[src/logic/agu_pkg.sv]
`default_nettype none

package agu_pkg;

  localparam int VADDR_W    = 44;
  localparam int PADDR_W    = 44;
  localparam int PAGE_BITS  = 13;
  localparam int BANK_COUNT = 32;
  localparam int SZ_W       = 5;

  // kernel-mode bit of the 2-bit op attribute
  localparam int ATTR_KM_BIT = 0;

  typedef logic [VADDR_W-PAGE_BITS-1:0] vpn_t;
  typedef logic [PADDR_W-PAGE_BITS-1:0] ppn_t;
  // physical line pair address, bits 43..8
  typedef logic [PADDR_W-9:0] line_addr_t;
  typedef logic [BANK_COUNT-1:0] bank_mask_t;

  typedef struct packed {
    ppn_t ppn;
    logic sys;
    logic acc;
  } tlb_entry_t;

  // one virtual address, seen as page + offset or as line/bank/byte
  typedef union packed {
    struct packed {
      vpn_t                 vpn;
      logic [PAGE_BITS-1:0] offset;
    } pg;
    struct packed {
      logic [VADDR_W-PAGE_BITS-1:0] upper;
      logic [5:0]                   line;
      logic [4:0]                   bank;
      logic [1:0]                   byte_off;
    } bnk;
  } vaddr_u;

  // access length in bytes for a size code
  function automatic logic [4:0] size_bytes(input logic [SZ_W-1:0] sz);
    case (sz)
      5'd16:                      return 5'd1;
      5'd17:                      return 5'd2;
      5'd18:                      return 5'd4;
      5'd19:                      return 5'd8;
      5'd3:                       return 5'd10;
      5'd0, 5'd1, 5'd2:           return 5'd16;
      5'd12, 5'd13, 5'd14:        return 5'd16;
      5'd4, 5'd5, 5'd6:           return 5'd4;
      5'd8, 5'd9, 5'd10:          return 5'd8;
      5'd15:                      return 5'd20;
      default:                    return 5'd8;
    endcase
  endfunction

endpackage

`default_nettype wire
[src/logic/agu_top.sv]
`timescale 1ns/1ns
`default_nettype none

module agu_top #(
  parameter int TLB_ENTRIES = 8
) (
  input  logic                             clk,
  input  logic                             rst,
  input  logic                             op_req,
  output logic                             op_ack,
  input  agu_pkg::vaddr_u                  op_vaddr,
  input  logic [agu_pkg::SZ_W-1:0]         op_sz,
  input  logic                             op_split,
  input  logic [1:0]                       op_attr,
  input  logic                             tlb_wen,
  input  logic [$clog2(TLB_ENTRIES)-1:0]   tlb_wr_idx,
  input  agu_pkg::vpn_t                    tlb_wr_vpn,
  input  agu_pkg::tlb_entry_t              tlb_wr_entry,
  output logic                             issue_en,
  output logic                             miss,
  output logic                             page_fault,
  output logic [1:0]                       fault_code,
  output agu_pkg::bank_mask_t              out_banks,
  output agu_pkg::line_addr_t              out_even,
  output agu_pkg::line_addr_t              out_odd
);

  import agu_pkg::*;

  vaddr_u              held_vaddr;
  logic [SZ_W-1:0]     held_sz;
  logic                held_split;
  logic [1:0]          held_attr;
  logic                held_new;
  bank_mask_t          banks;
  line_addr_t          even_line;
  line_addr_t          odd_line;
  logic                tlb_miss;
  logic                fault_acc;
  logic                fault_sys;

  op_latch u_op_latch (
    .clk        (clk),
    .rst        (rst),
    .op_req     (op_req),
    .op_ack     (op_ack),
    .op_vaddr   (op_vaddr),
    .op_sz      (op_sz),
    .op_split   (op_split),
    .op_attr    (op_attr),
    .held_vaddr (held_vaddr),
    .held_sz    (held_sz),
    .held_split (held_split),
    .held_attr  (held_attr),
    .held_new   (held_new)
  );

  // bank mask and translation run side by side on the held op
  bank_mask_gen u_bank_mask_gen (
    .held_vaddr (held_vaddr),
    .held_sz    (held_sz),
    .banks      (banks)
  );

  page_translate #(
    .TLB_ENTRIES (TLB_ENTRIES)
  ) u_page_translate (
    .clk          (clk),
    .rst          (rst),
    .tlb_wen      (tlb_wen),
    .tlb_wr_idx   (tlb_wr_idx),
    .tlb_wr_vpn   (tlb_wr_vpn),
    .tlb_wr_entry (tlb_wr_entry),
    .held_vaddr   (held_vaddr),
    .held_split   (held_split),
    .held_attr    (held_attr),
    .even_line    (even_line),
    .odd_line     (odd_line),
    .tlb_miss     (tlb_miss),
    .fault_acc    (fault_acc),
    .fault_sys    (fault_sys)
  );

  issue_merge u_issue_merge (
    .clk        (clk),
    .rst        (rst),
    .held_new   (held_new),
    .banks      (banks),
    .even_line  (even_line),
    .odd_line   (odd_line),
    .tlb_miss   (tlb_miss),
    .fault_acc  (fault_acc),
    .fault_sys  (fault_sys),
    .issue_en   (issue_en),
    .miss       (miss),
    .page_fault (page_fault),
    .fault_code (fault_code),
    .out_banks  (out_banks),
    .out_even   (out_even),
    .out_odd    (out_odd)
  );

endmodule

`default_nettype wire

[src/logic/issue_merge.sv]
`timescale 1ns/1ns
`default_nettype none

module issue_merge (
  input  logic                   clk,
  input  logic                   rst,
  input  logic                   held_new,
  input  agu_pkg::bank_mask_t    banks,
  input  agu_pkg::line_addr_t    even_line,
  input  agu_pkg::line_addr_t    odd_line,
  input  logic                   tlb_miss,
  input  logic                   fault_acc,
  input  logic                   fault_sys,
  output logic                   issue_en,
  output logic                   miss,
  output logic                   page_fault,
  output logic [1:0]             fault_code,
  output agu_pkg::bank_mask_t    out_banks,
  output agu_pkg::line_addr_t    out_even,
  output agu_pkg::line_addr_t    out_odd
);

  import agu_pkg::*;

  logic       any_fault;
  logic [1:0] code_q;
  bank_mask_t banks_q;

  assign any_fault = fault_acc || fault_sys;

  // one pulse per op; miss beats fault beats issue
  always_ff @(posedge clk) begin
    if (rst) begin
      issue_en   <= 1'b0;
      miss       <= 1'b0;
      page_fault <= 1'b0;
    end else begin
      miss       <= held_new && tlb_miss;
      page_fault <= held_new && !tlb_miss && any_fault;
      issue_en   <= held_new && !tlb_miss && !any_fault;
    end
  end

  // result payload, captured with the pulse
  always_ff @(posedge clk) begin
    if (held_new) begin
      code_q   <= {fault_sys, fault_acc};
      banks_q  <= banks;
      out_even <= even_line;
      out_odd  <= odd_line;
    end
  end

  assign fault_code = page_fault ? code_q : 2'b00;
  // no banks unless the access really goes out
  assign out_banks  = issue_en ? banks_q : '0;

endmodule

`default_nettype wire

[src/logic/page_translate.sv]
`timescale 1ns/1ns
`default_nettype none

module page_translate #(
  parameter int TLB_ENTRIES = 8
) (
  input  logic                             clk,
  input  logic                             rst,
  input  logic                             tlb_wen,
  input  logic [$clog2(TLB_ENTRIES)-1:0]   tlb_wr_idx,
  input  agu_pkg::vpn_t                    tlb_wr_vpn,
  input  agu_pkg::tlb_entry_t              tlb_wr_entry,
  input  agu_pkg::vaddr_u                  held_vaddr,
  input  logic                             held_split,
  input  logic [1:0]                       held_attr,
  output agu_pkg::line_addr_t              even_line,
  output agu_pkg::line_addr_t              odd_line,
  output logic                             tlb_miss,
  output logic                             fault_acc,
  output logic                             fault_sys
);

  import agu_pkg::*;

  logic [TLB_ENTRIES-1:0] tlb_valid;
  vpn_t                   tlb_vpn [TLB_ENTRIES];
  tlb_entry_t             tlb_ent [TLB_ENTRIES];

  vpn_t       cur_vpn;
  vpn_t       nxt_vpn;
  logic       cur_hit;
  logic       nxt_hit;
  tlb_entry_t cur_ent;
  tlb_entry_t nxt_ent;

  logic [5:0] cur_idx;
  logic [5:0] nxt_idx;
  logic       page_carry;
  logic       need_next;
  ppn_t       nxt_line_ppn;
  line_addr_t cur_line;
  line_addr_t nxt_line;

  // fully associative match with the lowest index winning on a double hit
  function automatic logic [$bits(tlb_entry_t):0] lookup(input vpn_t vpn);
    logic [$bits(tlb_entry_t):0] r;
    r = '0;
    for (int i = TLB_ENTRIES - 1; i >= 0; i--) begin
      if (tlb_valid[i] && (tlb_vpn[i] == vpn)) begin
        r = {1'b1, tlb_ent[i]};
      end
    end
    return r;
  endfunction

  // valid bits
  always_ff @(posedge clk) begin
    if (rst) begin
      tlb_valid <= '0;
    end else if (tlb_wen) begin
      tlb_valid[tlb_wr_idx] <= 1'b1;
    end
  end

  // tag and translation storage
  always_ff @(posedge clk) begin
    if (tlb_wen) begin
      tlb_vpn[tlb_wr_idx] <= tlb_wr_vpn;
      tlb_ent[tlb_wr_idx] <= tlb_wr_entry;
    end
  end

  assign cur_vpn = held_vaddr.pg.vpn;
  assign nxt_vpn = cur_vpn + 31'd1;

  assign {cur_hit, cur_ent} = lookup(cur_vpn);
  assign {nxt_hit, nxt_ent} = lookup(nxt_vpn);

  // carry out of the next line index means the following page
  assign cur_idx = held_vaddr.bnk.line;
  assign {page_carry, nxt_idx} = {1'b0, cur_idx} + 7'd1;

  assign nxt_line_ppn = page_carry ? nxt_ent.ppn : cur_ent.ppn;
  assign cur_line     = {cur_ent.ppn, cur_idx[5:1]};
  assign nxt_line     = {nxt_line_ppn, nxt_idx[5:1]};

  // odd bit picks which output gets the current line
  assign even_line = cur_idx[0] ? nxt_line : cur_line;
  assign odd_line  = cur_idx[0] ? cur_line : nxt_line;

  // second page only matters for a split access crossing the page
  assign need_next = page_carry && held_split;

  assign tlb_miss  = !cur_hit || (need_next && !nxt_hit);
  assign fault_acc = !cur_ent.acc || (need_next && !nxt_ent.acc);
  assign fault_sys = (cur_ent.sys || (need_next && nxt_ent.sys))
                     && !held_attr[ATTR_KM_BIT];

endmodule

`default_nettype wire

[src/logic/bank_mask_gen.sv]
`timescale 1ns/1ns
`default_nettype none

module bank_mask_gen (
  input  agu_pkg::vaddr_u             held_vaddr,
  input  logic [agu_pkg::SZ_W-1:0]    held_sz,
  output agu_pkg::bank_mask_t         banks
);

  import agu_pkg::*;

  logic [4:0]                len;
  logic [5:0]                span;
  logic [5:0]                n_banks;
  bank_mask_t                base;
  logic [2*BANK_COUNT-1:0]   wide;

  assign len = size_bytes(held_sz);

  // bytes from the start of the first bank to the end of the access
  assign span = {4'b0, held_vaddr.bnk.byte_off} + {1'b0, len};

  // ceiling divide by 4
  assign n_banks = (span + 6'd3) >> 2;

  // n low bits set
  assign base = ~({BANK_COUNT{1'b1}} << n_banks);

  // rotate up to the first bank, folding the overflow back to bank 0
  assign wide  = {{BANK_COUNT{1'b0}}, base} << held_vaddr.bnk.bank;
  assign banks = wide[BANK_COUNT-1:0] | wide[2*BANK_COUNT-1:BANK_COUNT];

endmodule

`default_nettype wire

[src/logic/op_latch.sv]
`timescale 1ns/1ns
`default_nettype none

module op_latch (
  input  logic                        clk,
  input  logic                        rst,
  input  logic                        op_req,
  output logic                        op_ack,
  input  agu_pkg::vaddr_u             op_vaddr,
  input  logic [agu_pkg::SZ_W-1:0]    op_sz,
  input  logic                        op_split,
  input  logic [1:0]                  op_attr,
  output agu_pkg::vaddr_u             held_vaddr,
  output logic [agu_pkg::SZ_W-1:0]    held_sz,
  output logic                        held_split,
  output logic [1:0]                  held_attr,
  output logic                        held_new
);

  localparam logic ST_IDLE  = 1'b0;
  localparam logic ST_ACKED = 1'b1;

  logic state;
  logic capture;

  // take a new op only from idle, with ack already low
  assign capture = (state == ST_IDLE) && op_req && !op_ack;
  assign op_ack  = (state == ST_ACKED);

  // four-phase handshake FSM
  always_ff @(posedge clk) begin
    if (rst) begin
      state    <= ST_IDLE;
      held_new <= 1'b0;
    end else begin
      held_new <= capture;
      case (state)
        ST_IDLE: begin
          if (capture) begin
            state <= ST_ACKED;
          end
        end
        ST_ACKED: begin
          // ack drops once the request is withdrawn
          if (!op_req) begin
            state <= ST_IDLE;
          end
        end
        default: state <= ST_IDLE;
      endcase
    end
  end

  // operation hold register
  always_ff @(posedge clk) begin
    if (capture) begin
      held_vaddr <= op_vaddr;
      held_sz    <= op_sz;
      held_split <= op_split;
      held_attr  <= op_attr;
    end
  end

endmodule

`default_nettype wire

[config.mk]
export PLATFORM = sky130hd
export DESIGN_NAME = agu_top
export DESIGN_NICKNAME = d
export VERILOG_FILES = /design/src/logic/agu_pkg.sv /design/src/logic/agu_top.sv /design/src/logic/issue_merge.sv /design/src/logic/page_translate.sv /design/src/logic/bank_mask_gen.sv /design/src/logic/op_latch.sv
export SDC_FILE = /design/constraint.sdc
export NUM_CORES = 1
export LEC_CHECK = 0
export BUFFER_PORTS_ARGS = -buffer_cell sky130_fd_sc_hd__buf_2
export CORE_MARGIN = 4
export CORE_UTILIZATION = 61
export CTS_CLUSTER_DIAMETER = 80
export CTS_CLUSTER_SIZE = 28
export DETAILED_ROUTE_END_ITERATION = 10
export PLACE_DENSITY_LB_ADDON = 0.2
export SLEW_MARGIN = 25
export SYNTH_ARGS = -nofsm -noshare
export SYNTH_HDL_FRONTEND = slang
export SYNTH_SLANG_ARGS = --single-unit
export TNS_END_PERCENT = 1
[constraint.sdc]
create_clock -name clk -period 7.9 [get_ports clk]
set_input_delay 1.58 -clock clk [delete_from_list [all_inputs] [get_ports clk]]
set_output_delay 1.58 -clock clk [all_outputs]
set_load 0.05 [all_outputs]
Word-level counts from Yosys, hierarchy flattened
Memory sizes are Yosys's and may differ from the RTL's. A register that Yosys moved wholly into a read port is not among the register bits. Index checks and enable logic that the tools add are counted.

Bits in registers: 170. Latch bits: 0. Memory bits (writable): 512. Bits in read-only memories: 160. Bits of input ports: 123. Output and inout port bits: 110. Word-level logic and storage cells: 114. Memories: 3.

Memory list: u_page_translate.tlb_ent (words 8, bits a word 33, rd ports 8, clocked after Yosys merged registers in 0, wr ports 1, line page_translate.sv:27) `tlb_entry_t tlb_ent [TLB_ENTRIES];`; u_page_translate.tlb_vpn (words 8, bits a word 31, rd ports 8, clocked after Yosys merged registers in 0, wr ports 1, line page_translate.sv:26) `vpn_t tlb_vpn [TLB_ENTRIES];`; (no name shown) (words 32, bits a word 5, rd ports 1, clocked after Yosys merged registers in 1, wr ports 0, line agu_pkg.sv:42) `case (sz)`.

Add/subtract/negate cells: 4. Multipliers: 0. Div/mod/pow operators: 0. Order comparisons: 2. Equality and inequality tests: 16. Shifts and indexed selects: 2. Muxes and demuxes: 29. Bitwise gates (word level): 4. Reduce and logical (&&, ||, !) cells: 40.

Operators by type and width (number): $mux W34 (16); $eq A31 B31 Y1 (16); $mux W36 (2); $shl A32 B5 Y64 (1); $mux W32 (1); $not A32 Y32 (1); $or A32 B32 Y32 (1); $shl A32 B4 Y32 const A (1); $add A31 B1 Y31 const B (1); $mux W31 (1); $logic_and A1 B1 Y1 (28); $logic_not A1 Y1 (8); $or A8 B8 Y8 (1); $add A6 B1 Y7 const B (1); $add A2 B5 Y6 (1); $add A6 B2 Y6 const B (1); $mux W1 (5); $mux W5 (1); $logic_or A1 B1 Y1 (4); $lt A3 B4 Y1 const B (1); $demux W1 S3 (1); $ge A3 B1 Y1 const B (1); $mux W2 (1); $pmux W1 S2 (1); $not A1 Y1 (1).

Logic depth before layout (Yosys ltp)
Word-level depth: 17. Gate-level depth with buffers: 17. Depth with buffers taken out: 16.

Modules after synthesis
Synthesis repeated with hierarchy kept, for this count alone.

Cells, all modules: 3137. Area, all modules: 36457.5 um2.

By module, submodules not included: page_translate (times used 1, cells an instance 2768, area an instance 30306.6 um2, seq. area each 15534.9 um2); issue_merge (times used 1, cells an instance 151, area an instance 3503.4 um2, seq. area each 3243.1 um2); op_latch (times used 1, cells an instance 57, area an instance 1626.6 um2, seq. area each 1601.5 um2); bank_mask_gen (times used 1, cells an instance 161, area an instance 1021.0 um2, seq. area each 0.0 um2).

Worst setup path before layout
No wires, ideal clock.

Path kind: input to register. Start: in tlb_wr_idx[0]. End: mem u_page_translate.tlb_ent[0][0] in the netlist's numbering, enable pin. Setup time: 0.568 ns. Data arrival time: 6.160 ns. Data required time: 7.332 ns. Setup slack: 1.172 ns. Stages: 2. Buffers on the path: 0. Cell sequence: nand2b_1 nor3_1.

RTL lines: from (decl) (line agu_top.sv:16) `input logic [$clog2(TLB_ENTRIES)-1:0] tlb_wr_idx,`; to (decl) (line page_translate.sv:27).

Straight into the memory's write port.

Final worst setup path
Start: reg u_op_latch.held_vaddr[14] in the netlist's numbering. End: reg u_issue_merge.page_fault.

Elaborated cells on any way between the ends: 64. Classes of those cells: add/sub: 1; eq/ne: 16; mux: 16; reduce/logical: 31.

RTL lines: from (decl) (line op_latch.sv:13) `output agu_pkg::vaddr_u held_vaddr,`; from (signal assigned) (line op_latch.sv:57) `held_vaddr <= op_vaddr;`; $add A31 B1 Y31 (line page_translate.sv:74) `assign nxt_vpn = cur_vpn + 31'd1;`; $eq A31 B31 Y1 (line page_translate.sv:49) `if (tlb_valid[i] && (tlb_vpn[i] == vpn)) begin`; $logic_and A1 B1 Y1 (line page_translate.sv:49); $mux W34 (8 in a row) (line page_translate.sv:49); $logic_not A1 Y1 (line page_translate.sv:95) `assign fault_acc = !cur_ent.acc || (need_next && !nxt_ent.acc);`; $logic_and A1 B1 Y1 (line page_translate.sv:95); $logic_or A1 B1 Y1 * (line page_translate.sv:95); via fault_acc (line agu_top.sv:39) `logic fault_acc;`; $logic_or A1 B1 Y1 * (line issue_merge.sv:29) `assign any_fault = fault_acc || fault_sys;`; $logic_and A1 B1 Y1 * (line issue_merge.sv:39) `page_fault <= held_new && !tlb_miss && any_fault;`; to (signal assigned) (line issue_merge.sv:39); to (decl) (line issue_merge.sv:16) `output logic page_fault,`.

The timed path passes the listed nets; every way through them passes the cells marked *. A chain may end at the register's enable or synchronous reset.

==> results.yml <==
outcome:
  status: "finished clean"
setup_path:
  worstPathCellList: "ha_1 -> and4_1 -> nand4_1 -> or4_1 -> xor2_1 -> nor4_1 -> and4_2 -> buf_4 -> nor2_1 -> o21ai_0 -> a21oi_1 -> a211o_1 -> o21ba_2"
  slowest_delay_ns: 0.88
  cp.arrival_ns: 6.76
  critPathRequiredTime_ns: 8.40
  crit_family: "simple AND/OR/NAND/NOR gates"
  cp-end-kind: "register"
  critPathBufInv: 1
  criticalPathCategory: "reg -> reg"
  cp_slowest_cell: "edfxtp_1"
  cp_max_fo: 35
  start_kind: "register"
final_layout:
  area_growth_pct: 10.3
  finish.utilization: 0.684
  nFillCells: 4021
  fin_nets: 3260
  drive_above_1_share: 0.151
power_and_ir_drop:
  p_leak_uw: 0.0132
  p_per_area_nw_per_um2: 189
  ir_drop_mv: 0.215
  power_uw: 7340
min_path:
  min-delay-path-class: "reg -> reg"
logic_synthesis:
  syn_avg_cell_area_um2: 11.9
  synth_edf_count: 669
  syn_nets: 3091
  synth-seq-cells: 687
  synthCells: 2962
  synth.most_common_cell: "edfxtp_1"
  yosysWarnings: 0
  synthFlopType: "edfxtp_1"
  synth_top_cells_by_area: "edfxtp_1 57%, xnor2_1 6.7%, xor2_1 3.9%"
  synth_commonest_cells: "669 x edfxtp_1, 268 x xnor2_1, 195 x nand2_1"
  synth_top_area_share: 0.570
  ys_async_sr_fraction: 0
  netlist-cell-type-count: 84
  syn-cell-area_um2: 35200
  yosys.area.top_type: "edfxtp_1"
  yosysSeqAreaShare: 0.580
timing:
  fin_crit_sh: 0.792
  skew_ns: 0.0257
  setup_viol_count_final: 0
  final_hold_viol_count: 0
  worst_slew_pin_slew_ns: 1.13
  post-route-min-period_ns: 6.26
  rsz0062_at_grt: "false"
  max_freq_ghz: 0.160
  setup-tns-final_ns: 0
  slew_viol_final: 0
  slew_headroom: 0.239
drt:
  drc: 0
  antenna_left: 0
  via_per_inst: 7.03
  vias: 27600
  wl_mm: 126
  initialDrtViolationCount: 4571
  firstDrtPassIters: 9
  wire_per_inst_um: 32.1
floorplanning:
  row_count: 87
  ioPinCount: 233
  fp.dieH_um: 248
  dieArea_um2: 61700
  core_um2: 56800
  start_util: 0.620
  die_w_um: 248
run:
  max-cap-violations: 0
clocking:
  path_clk_slew_ns: 0.10
  cts_tree: "yes"
  clk-insertion-delay-late_ns: 0.60
  root_buffer: "clkbuf_16"
  ctsResizeCount: 0
  holdBufCountCts: 0
  ctsHtreeMaxLevel: 2
  numCtsBuffers: 38
  cts.sinks: 687
  postCtsSetupBuffers: 0
  clock_path_buffers: 3
place:
  place_hpwl_mm: 86.2
  io_buffers: 231
  gp_congestion: 1.09
global_route:
  grt_usage: 0.400
  grt_max_degree: 68
  grt_first_pass_wirelength_mm: 177
  grt.overflow.total: 0
  grt_pass1_vias: 26200
  antenna_found_initial: 4
## worst min-delay path, delay by kind of cell (launching register included)
kind             cells  cell delay [ns]
flip-flops           1             0.33
AND/OR/NAND/NOR      2             0.14
## final cells by class
cell class	instances	area, um2	share of cell area
flip-flops and latches	687	20500	0.526
multi-input cells	1953	13700	0.353
repair buffers	321	1920	0.0495
clock buffers	46	1050	0.0271
well taps	756	946	0.0243
inverters	130	488	0.0125
clock inverters	20	294	0.00756
diodes	6	15.0	0.000386
## state kept, by name (all words and copies together), names as in the netlist, 2 cells and up
signal	count
u_page_translate.tlb_vpn	248
u_op_latch.held_vaddr	44
u_issue_merge.banks_q	32
u_issue_merge.code_q	2
u_page_translate.tlb_valid	8
u_issue_merge.out_even	36
u_bank_mask_gen.len	5
u_issue_merge.out_odd	36
u_op_latch.held_sz	5
u_page_translate.tlb_ent	264
## logic make-up after synthesis
| group | after synthesis | share of synthesized area |
|---|---|---|
| and+or+nand+nor | 814 | 0.122 |
| xor gates and xnor gates | 425 | 0.106 |
| DFF | 687 | 0.580 |
| adders and majority gates | 6 | 0.00234 |
| AOI/OAI and AO/OA | 591 | 0.120 |
| muxes | 117 | 0.0343 |
| buffers and inverters | 322 | 0.0360 |
## final timing paths
path,startpoint,to,slack [ns],cells past startpoint
setup / recovery,u_op_latch.held_vaddr[14],u_issue_merge.page_fault,1.64,13
hold / removal,u_page_translate.tlb_valid[7],u_page_translate.tlb_valid[7],0.50,2
setup reg to reg,u_op_latch.held_vaddr[14],u_issue_merge.page_fault,1.64,13
hold reg to reg,u_page_translate.tlb_valid[7],u_page_translate.tlb_valid[7],0.50,2
## stage by stage
stage / hold WS (ns) / instance area (um2) / cells / worst slack (ns)
floorplan: 0.440 / 35200 / 2962 / 1.17
global placement: 0.456 / 37400 / 3844 / 2.04
detailed placement: 0.473 / 37500 / 3847 / 1.89
CTS: 0.503 / 38900 / 3913 / 1.86
global route: 0.530 / 38900 / 3915 / 1.62
finish: 0.503 / 38900 / 3919 / 1.64
## report_power, final
group          total [uW]  switching (uW)  internal, uW
registers            4230            98.9          4130
clock network        2380            1320          1060
logic                 735             513           222
total                7340            1930          5410
## layout by cell type, fill, tap and decap left out, drive strengths merged, types with 59 or more instances in the layout
master  netlist  routed
a221oi       63      63
buf          63     321
edfxtp      669     669
inv         127     136
mux2i        88      88
nand2       195     195
nand3        75      75
nand4        67      67
nor2        155     155
nor4         67      67
o21a         59      59
o21ai       138     138
o221ai       61      61
xnor2       268     268
xor2        157     157
## layer usage
layer	wire, um	vias up	GRT usage
li1	-	11400	-
met1	46700	13400	0.556
met2	54500	2279	0.603
met3	17500	421	0.0981
met4	6960	4	0.180
met5	33	-	0
No activity file was read; power rests on OpenSTA's default activity.
